## config.mk

```make
export PLATFORM = sky130hd
export DESIGN_NAME = arcade_frontend
export DESIGN_NICKNAME = d
export VERILOG_FILES = /design/src/logic/frontend_pkg.sv /design/src/logic/keymap_pkg.sv /design/src/logic/arcade_frontend.sv /design/src/logic/control_mapper.sv /design/src/logic/key_decode.sv /design/src/logic/port_builder.sv /design/src/logic/reset_sequencer.sv
export SDC_FILE = /design/constraint.sdc
export NUM_CORES = 1
export LEC_CHECK = 0
export BUFFER_PORTS_ARGS = -buffer_cell sky130_fd_sc_hd__buf_2
export CORE_AREA = 2 2 81 83
export CTS_BUF_LIST = sky130_fd_sc_hd__clkbuf_4
export DETAILED_ROUTE_END_ITERATION = 10
export DIE_AREA = 0 0 83 85
export GPL_TIMING_DRIVEN = 0
export PLACE_DENSITY = 0.75
export SYNTH_ARGS = -nofsm -noshare
export SYNTH_HDL_FRONTEND = slang
export SYNTH_SLANG_ARGS = --single-unit
```

## constraint.sdc

```tcl
create_clock -name clk_72 -period 1.4 [get_ports clk_72]
set_input_delay 0.07 -clock clk_72 [delete_from_list [all_inputs] [get_ports clk_72]]
set_output_delay 0.07 -clock clk_72 [all_outputs]
set_load 0.005 [all_outputs]
```

## src/logic/frontend_pkg.sv

```systemverilog
// Shared widths, vector types and the ROM-state encoding for the arcade
// control front end. The RTL blocks and the testbench both import it.
// Bit positions of the firmware joystick word, the player port bytes and
// the system port byte are kept here so every stage agrees on them.

`default_nettype none

package frontend_pkg;

	// ========================================================================
	// Widths and vector types
	// ========================================================================
	localparam int scan_w = 8;
	localparam int joy_w  = 8;
	localparam int key_w  = 24;
	localparam int port_w = 8;

	typedef logic [scan_w-1:0] scan_code_t;
	typedef logic [joy_w-1:0]  joy_word_t;
	typedef logic [joy_w-1:0]  player_ctrl_t;
	typedef logic [key_w-1:0]  key_vec_t;
	typedef logic [port_w-1:0] port_byte_t;

	typedef enum logic [1:0] {
		rom_empty,
		rom_loading,
		rom_ready
	} rom_state_t;

	// Firmware joystick word, also the player_ctrl_t order
	localparam int joy_right = 0;
	localparam int joy_left  = 1;
	localparam int joy_down  = 2;
	localparam int joy_up    = 3;
	localparam int joy_fire1 = 4;
	localparam int joy_fire2 = 5;
	localparam int joy_fire3 = 6;
	localparam int joy_start = 7;

	// Arcade player byte, bit 7 unused
	localparam int port_up    = 0;
	localparam int port_down  = 1;
	localparam int port_left  = 2;
	localparam int port_right = 3;
	localparam int port_fire1 = 4;
	localparam int port_fire2 = 5;
	localparam int port_fire3 = 6;

	// System byte, bit 7 always 0
	localparam int sys_coin1   = 0;
	localparam int sys_coin2   = 1;
	localparam int sys_start1  = 2;
	localparam int sys_start2  = 3;
	localparam int sys_service = 4;
	localparam int sys_tilt    = 5;
	localparam int sys_test    = 6;

endpackage

`default_nettype wire

```

## src/logic/keymap_pkg.sv

```systemverilog
// PS/2 set-2 scan codes recognized by the key decoder, and the bit each
// key occupies in the held-key vector. Keys fill bits 0 to 20 in the
// order below; the remaining bits of the vector are spare.

`default_nettype none

package keymap_pkg;

	localparam int key_idx_w = 5;
	typedef logic [key_idx_w-1:0] key_idx_t;

	// ========================================================================
	// Scan codes
	// ========================================================================
	localparam logic [7:0] sc_kp8   = 8'h75;
	localparam logic [7:0] sc_kp2   = 8'h72;
	localparam logic [7:0] sc_kp4   = 8'h6B;
	localparam logic [7:0] sc_kp6   = 8'h74;
	localparam logic [7:0] sc_lctrl = 8'h14;
	localparam logic [7:0] sc_lalt  = 8'h11;
	localparam logic [7:0] sc_space = 8'h29;
	localparam logic [7:0] sc_r     = 8'h2D;
	localparam logic [7:0] sc_f     = 8'h2B;
	localparam logic [7:0] sc_d     = 8'h23;
	localparam logic [7:0] sc_g     = 8'h34;
	localparam logic [7:0] sc_a     = 8'h1C;
	localparam logic [7:0] sc_s     = 8'h1B;
	localparam logic [7:0] sc_q     = 8'h15;
	localparam logic [7:0] sc_1     = 8'h16;
	localparam logic [7:0] sc_2     = 8'h1E;
	localparam logic [7:0] sc_5     = 8'h2E;
	localparam logic [7:0] sc_6     = 8'h36;
	localparam logic [7:0] sc_9     = 8'h46;
	localparam logic [7:0] sc_t     = 8'h2C;
	localparam logic [7:0] sc_f2    = 8'h06;

	// ========================================================================
	// Held-key vector positions
	// ========================================================================
	localparam key_idx_t key_p1_up    = 5'd0;
	localparam key_idx_t key_p1_down  = 5'd1;
	localparam key_idx_t key_p1_left  = 5'd2;
	localparam key_idx_t key_p1_right = 5'd3;
	localparam key_idx_t key_p1_fire1 = 5'd4;
	localparam key_idx_t key_p1_fire2 = 5'd5;
	localparam key_idx_t key_p1_fire3 = 5'd6;
	localparam key_idx_t key_p2_up    = 5'd7;
	localparam key_idx_t key_p2_down  = 5'd8;
	localparam key_idx_t key_p2_left  = 5'd9;
	localparam key_idx_t key_p2_right = 5'd10;
	localparam key_idx_t key_p2_fire1 = 5'd11;
	localparam key_idx_t key_p2_fire2 = 5'd12;
	localparam key_idx_t key_p2_fire3 = 5'd13;
	localparam key_idx_t key_start1   = 5'd14;
	localparam key_idx_t key_start2   = 5'd15;
	localparam key_idx_t key_coin1    = 5'd16;
	localparam key_idx_t key_coin2    = 5'd17;
	localparam key_idx_t key_service  = 5'd18;
	localparam key_idx_t key_tilt     = 5'd19;
	localparam key_idx_t key_test     = 5'd20;

endpackage

`default_nettype wire

```

## src/logic/arcade_frontend.sv

```systemverilog
// Top level of the control front end. Sits between the firmware link
// and the arcade core: key strobes and joystick words come in, three
// registered input bytes and the core reset go out. Key changes reach the
// ports after 3 cycles, joystick and option changes after 2.

`timescale 1ns/1ps
`default_nettype none

module arcade_frontend
	import frontend_pkg::*;
(
	input  wire logic       clk_72,
	input  wire logic       arst_n,
	// Keyboard strobe from the firmware link
	input  wire logic       key_strobe,
	input  wire logic       key_pressed,
	input  wire scan_code_t key_code,
	// Joysticks and menu options
	input  wire joy_word_t  joystick_0,
	input  wire joy_word_t  joystick_1,
	input  wire logic       joyswap,
	input  wire logic       rotate,
	// Reset sources
	input  wire logic       ioctl_download,
	input  wire logic       status_reset,
	input  wire logic       button_reset,
	// To the arcade core
	output port_byte_t      p1_port,
	output port_byte_t      p2_port,
	output port_byte_t      sys_port,
	output logic            core_reset
);

	key_vec_t     held_keys;
	player_ctrl_t p1_ctrl;
	player_ctrl_t p2_ctrl;
	port_byte_t   sys_ctrl;

	// ========================================================================
	// Input pipeline
	// ========================================================================
	key_decode u_key_decode (
		.clk_72      (clk_72),
		.arst_n      (arst_n),
		.key_strobe  (key_strobe),
		.key_pressed (key_pressed),
		.key_code    (key_code),
		.held_keys   (held_keys)
	);

	control_mapper u_control_mapper (
		.clk_72     (clk_72),
		.arst_n     (arst_n),
		.held_keys  (held_keys),
		.joystick_0 (joystick_0),
		.joystick_1 (joystick_1),
		.joyswap    (joyswap),
		.rotate     (rotate),
		.p1_ctrl    (p1_ctrl),
		.p2_ctrl    (p2_ctrl),
		.sys_ctrl   (sys_ctrl)
	);

	port_builder u_port_builder (
		.clk_72   (clk_72),
		.arst_n   (arst_n),
		.p1_ctrl  (p1_ctrl),
		.p2_ctrl  (p2_ctrl),
		.sys_ctrl (sys_ctrl),
		.p1_port  (p1_port),
		.p2_port  (p2_port),
		.sys_port (sys_port)
	);

	// Runs alongside the pipeline
	reset_sequencer u_reset_sequencer (
		.clk_72         (clk_72),
		.arst_n         (arst_n),
		.ioctl_download (ioctl_download),
		.status_reset   (status_reset),
		.button_reset   (button_reset),
		.core_reset     (core_reset)
	);

endmodule

`default_nettype wire

```

## src/logic/control_mapper.sv

```systemverilog
// Execute stage. Merges the firmware joystick words with the held keys,
// applies the joystick-swap and rotate-controls options, and gathers the
// system keys into one byte. All outputs are registered, one cycle after
// the inputs change.

`timescale 1ns/1ps
`default_nettype none

module control_mapper
	import frontend_pkg::*;
	import keymap_pkg::*;
(
	input  wire logic      clk_72,
	input  wire logic      arst_n,
	input  wire key_vec_t  held_keys,
	input  wire joy_word_t joystick_0,
	input  wire joy_word_t joystick_1,
	input  wire logic      joyswap,
	input  wire logic      rotate,
	output player_ctrl_t   p1_ctrl,
	output player_ctrl_t   p2_ctrl,
	output port_byte_t     sys_ctrl
);

	player_ctrl_t p1_joy;
	player_ctrl_t p2_joy;
	player_ctrl_t p1_keys;
	player_ctrl_t p2_keys;
	player_ctrl_t p1_mix;
	player_ctrl_t p2_mix;
	port_byte_t   sys_next;

	// Quarter turn clockwise, fire and start bits pass unchanged
	function automatic player_ctrl_t turn_cw(input player_ctrl_t c);
		player_ctrl_t r;
		r = c;
		r[joy_up]    = c[joy_left];
		r[joy_right] = c[joy_up];
		r[joy_down]  = c[joy_right];
		r[joy_left]  = c[joy_down];
		return r;
	endfunction

	// ========================================================================
	// Swap, key merge and system byte
	// ========================================================================
	always_comb begin
		p1_joy = joyswap ? joystick_1 : joystick_0;
		p2_joy = joyswap ? joystick_0 : joystick_1;

		// Keys laid out in joystick word order
		p1_keys            = '0;
		p1_keys[joy_right] = held_keys[key_p1_right];
		p1_keys[joy_left]  = held_keys[key_p1_left];
		p1_keys[joy_down]  = held_keys[key_p1_down];
		p1_keys[joy_up]    = held_keys[key_p1_up];
		p1_keys[joy_fire1] = held_keys[key_p1_fire1];
		p1_keys[joy_fire2] = held_keys[key_p1_fire2];
		p1_keys[joy_fire3] = held_keys[key_p1_fire3];
		p1_keys[joy_start] = held_keys[key_start1];

		p2_keys            = '0;
		p2_keys[joy_right] = held_keys[key_p2_right];
		p2_keys[joy_left]  = held_keys[key_p2_left];
		p2_keys[joy_down]  = held_keys[key_p2_down];
		p2_keys[joy_up]    = held_keys[key_p2_up];
		p2_keys[joy_fire1] = held_keys[key_p2_fire1];
		p2_keys[joy_fire2] = held_keys[key_p2_fire2];
		p2_keys[joy_fire3] = held_keys[key_p2_fire3];
		p2_keys[joy_start] = held_keys[key_start2];

		p1_mix = p1_joy | p1_keys;
		p2_mix = p2_joy | p2_keys;

		// Start positions follow the swapped joysticks as well as the keys
		sys_next              = '0;
		sys_next[sys_coin1]   = held_keys[key_coin1];
		sys_next[sys_coin2]   = held_keys[key_coin2];
		sys_next[sys_start1]  = p1_mix[joy_start];
		sys_next[sys_start2]  = p2_mix[joy_start];
		sys_next[sys_service] = held_keys[key_service];
		sys_next[sys_tilt]    = held_keys[key_tilt];
		sys_next[sys_test]    = held_keys[key_test];
	end

	// ========================================================================
	// Output registers
	// ========================================================================
	always_ff @(posedge clk_72 or negedge arst_n) begin
		if (!arst_n) begin
			p1_ctrl  <= '0;
			p2_ctrl  <= '0;
			sys_ctrl <= '0;
		end else begin
			p1_ctrl  <= rotate ? turn_cw(p1_mix) : p1_mix;
			p2_ctrl  <= rotate ? turn_cw(p2_mix) : p2_mix;
			sys_ctrl <= sys_next;
		end
	end

endmodule

`default_nettype wire

```

## src/logic/key_decode.sv

```systemverilog
// Decode stage. Each key strobe carries a scan code and a press or
// release flag; known codes set or clear one bit of the held-key vector.
// The vector updates on the clock edge after the strobe is sampled.
// Unknown codes leave the vector untouched.

`timescale 1ns/1ps
`default_nettype none

module key_decode
	import frontend_pkg::*;
	import keymap_pkg::*;
(
	input  wire logic       clk_72,
	input  wire logic       arst_n,
	input  wire logic       key_strobe,
	input  wire logic       key_pressed,
	input  wire scan_code_t key_code,
	output key_vec_t        held_keys
);

	key_idx_t key_idx;
	logic     key_hit;

	// ========================================================================
	// Scan code lookup
	// ========================================================================
	always_comb begin
		key_hit = 1'b1;
		key_idx = '0;
		case (key_code)
			sc_kp8:   key_idx = key_p1_up;
			sc_kp2:   key_idx = key_p1_down;
			sc_kp4:   key_idx = key_p1_left;
			sc_kp6:   key_idx = key_p1_right;
			sc_lctrl: key_idx = key_p1_fire1;
			sc_lalt:  key_idx = key_p1_fire2;
			sc_space: key_idx = key_p1_fire3;
			sc_r:     key_idx = key_p2_up;
			sc_f:     key_idx = key_p2_down;
			sc_d:     key_idx = key_p2_left;
			sc_g:     key_idx = key_p2_right;
			sc_a:     key_idx = key_p2_fire1;
			sc_s:     key_idx = key_p2_fire2;
			sc_q:     key_idx = key_p2_fire3;
			sc_1:     key_idx = key_start1;
			sc_2:     key_idx = key_start2;
			sc_5:     key_idx = key_coin1;
			sc_6:     key_idx = key_coin2;
			sc_9:     key_idx = key_service;
			sc_t:     key_idx = key_tilt;
			sc_f2:    key_idx = key_test;
			default:  key_hit = 1'b0;
		endcase
	end

	// ========================================================================
	// Held-key register
	// ========================================================================
	// Spare bits 21..23 are never addressed and stay at their reset value
	always_ff @(posedge clk_72 or negedge arst_n) begin
		if (!arst_n) begin
			held_keys <= '0;
		end else if (key_strobe && key_hit) begin
			held_keys[key_idx] <= key_pressed;
		end
	end

endmodule

`default_nettype wire

```

## src/logic/port_builder.sv

```systemverilog
// Result stage. Reorders each player's controls into the arcade byte
// layout, drops opposing directions held together, and registers the two
// player bytes and the system byte. Outputs are active high.

`timescale 1ns/1ps
`default_nettype none

module port_builder
	import frontend_pkg::*;
(
	input  wire logic         clk_72,
	input  wire logic         arst_n,
	input  wire player_ctrl_t p1_ctrl,
	input  wire player_ctrl_t p2_ctrl,
	input  wire port_byte_t   sys_ctrl,
	output port_byte_t        p1_port,
	output port_byte_t        p2_port,
	output port_byte_t        sys_port
);

	port_byte_t p1_next;
	port_byte_t p2_next;

	// Arcade player byte from joystick-ordered controls
	function automatic port_byte_t player_byte(input player_ctrl_t c);
		port_byte_t b;
		logic       ud_clash;
		logic       lr_clash;
		ud_clash = c[joy_up] & c[joy_down];
		lr_clash = c[joy_left] & c[joy_right];
		b             = '0;
		b[port_up]    = c[joy_up] & ~ud_clash;
		b[port_down]  = c[joy_down] & ~ud_clash;
		b[port_left]  = c[joy_left] & ~lr_clash;
		b[port_right] = c[joy_right] & ~lr_clash;
		b[port_fire1] = c[joy_fire1];
		b[port_fire2] = c[joy_fire2];
		b[port_fire3] = c[joy_fire3];
		return b;
	endfunction

	always_comb begin
		p1_next = player_byte(p1_ctrl);
		p2_next = player_byte(p2_ctrl);
	end

	// ========================================================================
	// Port registers
	// ========================================================================
	always_ff @(posedge clk_72 or negedge arst_n) begin
		if (!arst_n) begin
			p1_port  <= '0;
			p2_port  <= '0;
			sys_port <= '0;
		end else begin
			p1_port  <= p1_next;
			p2_port  <= p2_next;
			// Top bit of the system byte is unused
			sys_port <= {1'b0, sys_ctrl[port_w-2:0]};
		end
	end

endmodule

`default_nettype wire

```

## src/logic/reset_sequencer.sv

```systemverilog
// Core reset generation. Tracks the ROM download through a small state
// machine and holds the core in reset until a full download has finished
// and neither the firmware reset bit nor the board button is active.

`timescale 1ns/1ps
`default_nettype none

module reset_sequencer
	import frontend_pkg::*;
(
	input  wire logic clk_72,
	input  wire logic arst_n,
	input  wire logic ioctl_download,
	input  wire logic status_reset,
	input  wire logic button_reset,
	output logic      core_reset
);

	rom_state_t rom_state;

	// ========================================================================
	// ROM load state
	// ========================================================================
	always_ff @(posedge clk_72 or negedge arst_n) begin
		if (!arst_n) begin
			rom_state <= rom_empty;
		end else begin
			case (rom_state)
				rom_empty, rom_ready:
					if (ioctl_download) rom_state <= rom_loading;
				rom_loading:
					if (!ioctl_download) rom_state <= rom_ready;
				default:
					rom_state <= rom_empty;
			endcase
		end
	end

	// Release only once the image is in place
	always_ff @(posedge clk_72 or negedge arst_n) begin
		if (!arst_n) begin
			core_reset <= 1'b1;
		end else begin
			core_reset <= !(rom_state == rom_ready && !ioctl_download &&
				!status_reset && !button_reset);
		end
	end

endmodule

`default_nettype wire

```

==> flow_metrics.env <==
export IMPL_status="finished, violations left"
export IMPL_violations="setup timing"
export IMPL_drive_gt1_share_pct=46.0
export IMPL_root_buffer="clkbuf_4"
export IMPL_ys_flop_type="dfrtp_1"
export IMPL_ant_nets=0
export IMPL_antenna_found_initial=0
export IMPL_dieArea_mm2=0.00706
export IMPL_die_h_um=85
export IMPL_clock_latency_ps=400
export IMPL_synthTopCellsByArea="dfrtp_1 55%, mux2_2 6.1%, nor2b_1 5.5%"
export IMPL_power_per_cell_area_mw_per_mm2=863
export IMPL_routedWlPerCell_um=16.6
export IMPL_grt_pass1_vias=2371
export IMPL_htreeDepth=3
export IMPL_cap_violations=0
export IMPL_yosys_warnings=0
export IMPL_crit_family="simple AND/OR/NAND/NOR gates"
export IMPL_ys_seq_area_share_pct=56.2
export IMPL_vias=2331
export IMPL_async_flop_share_pct=100
export IMPL_power_total_mw=3.74
export IMPL_grt_overflow_total=0
export IMPL_stdcell_area_mm2=0.00433
export IMPL_numCtsBuffers=9
export IMPL_dp_hpwl_um=4120
export IMPL_setup_ws_ps=-324
export IMPL_cp_num_buf_inv=2
export IMPL_routed_wl_um=7120
export IMPL_diodes=0
export IMPL_fmax_ghz=0.580
export IMPL_start_util_pct=47.4
export IMPL_nFillCells=433
export IMPL_cts_tree="done"
export IMPL_fin_util_pct=69.8
export IMPL_netlist_area_leader_share_pct=55.3
export IMPL_drc=0
export IMPL_place_ws_ps=-849
export IMPL_synthCells=239
export IMPL_synth_top_area_cell="dfrtp_1"
export IMPL_period_share_pct=123
export IMPL_syn_to_final_growth_pct=47.1
export IMPL_hold_violations=0
export IMPL_post_dp_cell_area_mm2=0.00344
export IMPL_first_pass_iters=4
export IMPL_crit_slowest_cell="or4b_4"
export IMPL_syn_mean_instance_area_um2=12.3
export IMPL_fin_nets=380
export IMPL_crit_arrival_ps=2010
export IMPL_final_cell_mix="65 x dfrtp_1, 48 x buf_2, 26 x nor2b_1"
export IMPL_finClkSkew_ps=10.8
export IMPL_die_x_um=83
export IMPL_path_cells="buf_6 -> buf_8 -> or4b_4 -> or3_4 -> a211o_4 -> a211oi_4 -> mux2_4"
export IMPL_clock_path_buffers=2
export IMPL_finalCriticalPeriod_ps=1720
export IMPL_ir_worst_vdd_uv=748
export IMPL_crit_type="in -> reg"
export IMPL_start_kind="input port"
export IMPL_core_area_mm2=0.00620
export IMPL_drtIter0Drc=94
export IMPL_hold_class="in -> reg"
export IMPL_p_leak_nw=2.02
export IMPL_rsz0062_at_grt="yes"
export IMPL_portBuffers=52
export IMPL_drv_slew=0
export IMPL_max_slew_margin_pct=47.1
export IMPL_worst_slew_pin_slew_ps=793
export IMPL_gr_usage_all_layers_pct=19.9
export IMPL_grt_max_degree=67
export IMPL_place_congestion=0.834
export IMPL_syn_area_mm2=0.00294
export IMPL_ys_types=42
export IMPL_required_ps=1690
export IMPL_critPathMaxStageDelay_ps=470
export IMPL_grt_pass1_wl_um=11200
export IMPL_ys_ff_latch=66
export IMPL_viasPerCell=5.43
export IMPL_layout_commonest_cell="dfrtp_1"
export IMPL_fp_row_count=29
export IMPL_worstPathMaxFanout=4
export IMPL_clkSinkCount=66
export IMPL_cp_end_kind="flip-flop"
export IMPL_setup_viol=18
export IMPL_io_pins=58
export IMPL_cts_clk_slew_worst_paths_ps=100
export IMPL_setup_tns_ps=-3390
export IMPL_synth_edff_count=0
[metrics by stage]
step / hold slack [ps] / instances
detailed placement: 250 / 370
global route: 29.4 / 429
global placement: 249 / 370
CTS: 1.25 / 423
finish: 12.3 / 429
floorplan: -226 / 241
[repair_timing]
| item | in CTS | in global routing |
|---|---|---|
| endpoints found under the setup margin | 18 | 22 |
| pin swaps | 7 | 19 |
| hold buffers | 20 | 1 |
| endpoints found under the hold margin | 18 | 65 |
| buffers inserted | 15 | 5 |
| gates resized for setup | 43 | 34 |
| gates cloned | 2 | 1 |
[cells by family after synthesis]
logic type                Yosys count  synth area share (%)
muxes                              29                  10.8
other                               1                 0.127
AOI/OAI and AO/OA                  40                  11.0
xor gates and xnor gates            3                 0.893
buffers and inverters              22                  3.53
and+or+nand+nor                    78                  17.5
DFF                                66                  56.2
[final cells by class]
| type | count | area (um2) | share of cell area (%) |
|---|---|---|---|
| Sequential cell | 66 | 1650 | 38.2 |
| Multi-Input combinational cell | 154 | 1590 | 36.7 |
| Timing Repair Buffer | 94 | 699 | 16.2 |
| Buffer | 19 | 169 | 3.90 |
| Tap cell | 77 | 96.3 | 2.23 |
| Clock buffer | 10 | 75.1 | 1.73 |
| Clock inverter | 6 | 33.8 | 0.781 |
| Inverter | 3 | 11.3 | 0.260 |
[synth_stat cells (all sizes together) (5+ instances only)]
master and instances:
mux2i 8, a211oi 15, nor2 7, buf 7
nor2b 26, clkbuf 12, dfrtp 65, nand4 9
a211o 9, nor3b 5, mux2 21, nor4 5
[worst min-delay path, stage by stage]
cell and delay, ps:
buf_2 90, a211oi_1 90, mux2i_1 120
[path summary, 6_finish.rpt]
kind | from | to | slack (ps) | cells past startpoint
setup reg to reg | u_key_decode.held_keys[12] | u_control_mapper.p2_ctrl[5] | 70 | 2
min in group asynchronous | arst_n | u_control_mapper.sys_ctrl[6] | 300 | 2
setup / recovery | key_code[5] | u_key_decode.held_keys[7] | -320 | 7
hold / removal | joystick_0[0] | u_control_mapper.p2_ctrl[0] | 10 | 3
hold reg to reg | u_control_mapper.p2_ctrl[6] | u_port_builder.p2_port[6] | 360 | 0
max in group asynchronous | arst_n | u_control_mapper.p1_ctrl[0] | 580 | 2
[flip-flops by register name, summed over array words and instances, names as in the netlist]
| register | cells |
|---|---|
| u_control_mapper.p1_ctrl | 7 |
| u_control_mapper.p2_ctrl | 7 |
| u_control_mapper.sys_ctrl | 7 |
| u_key_decode.held_keys | 21 |
| u_port_builder.p1_port | 7 |
| u_port_builder.p2_port | 7 |
| u_port_builder.sys_port | 7 |
| u_reset_sequencer.core_reset | 1 |
| u_reset_sequencer.rom_state | 2 |
[power by group]
group	leakage, nW	total (mW)	internal [mW]	switching [mW]
sequential	0.852	2.08	2.04	0.0466
combinational	1.11	0.614	0.311	0.303
clock	0.0596	1.04	0.369	0.668
total	2.02	3.74	2.72	1.02
[metal layers]
| metal | global-route usage [%] | share of wire (%) | vias up |
|---|---|---|---|
| met5 | 0 | 0 | - |
| met4 | 10.1 | 2.3 | 0 |
| met3 | 4.09 | 5.1 | 18 |
| met2 | 34.4 | 51 | 81 |
| met1 | 23.6 | 42 | 1132 |
| li1 | - | - | 1100 |
Power figures use the tool's default switching activity.
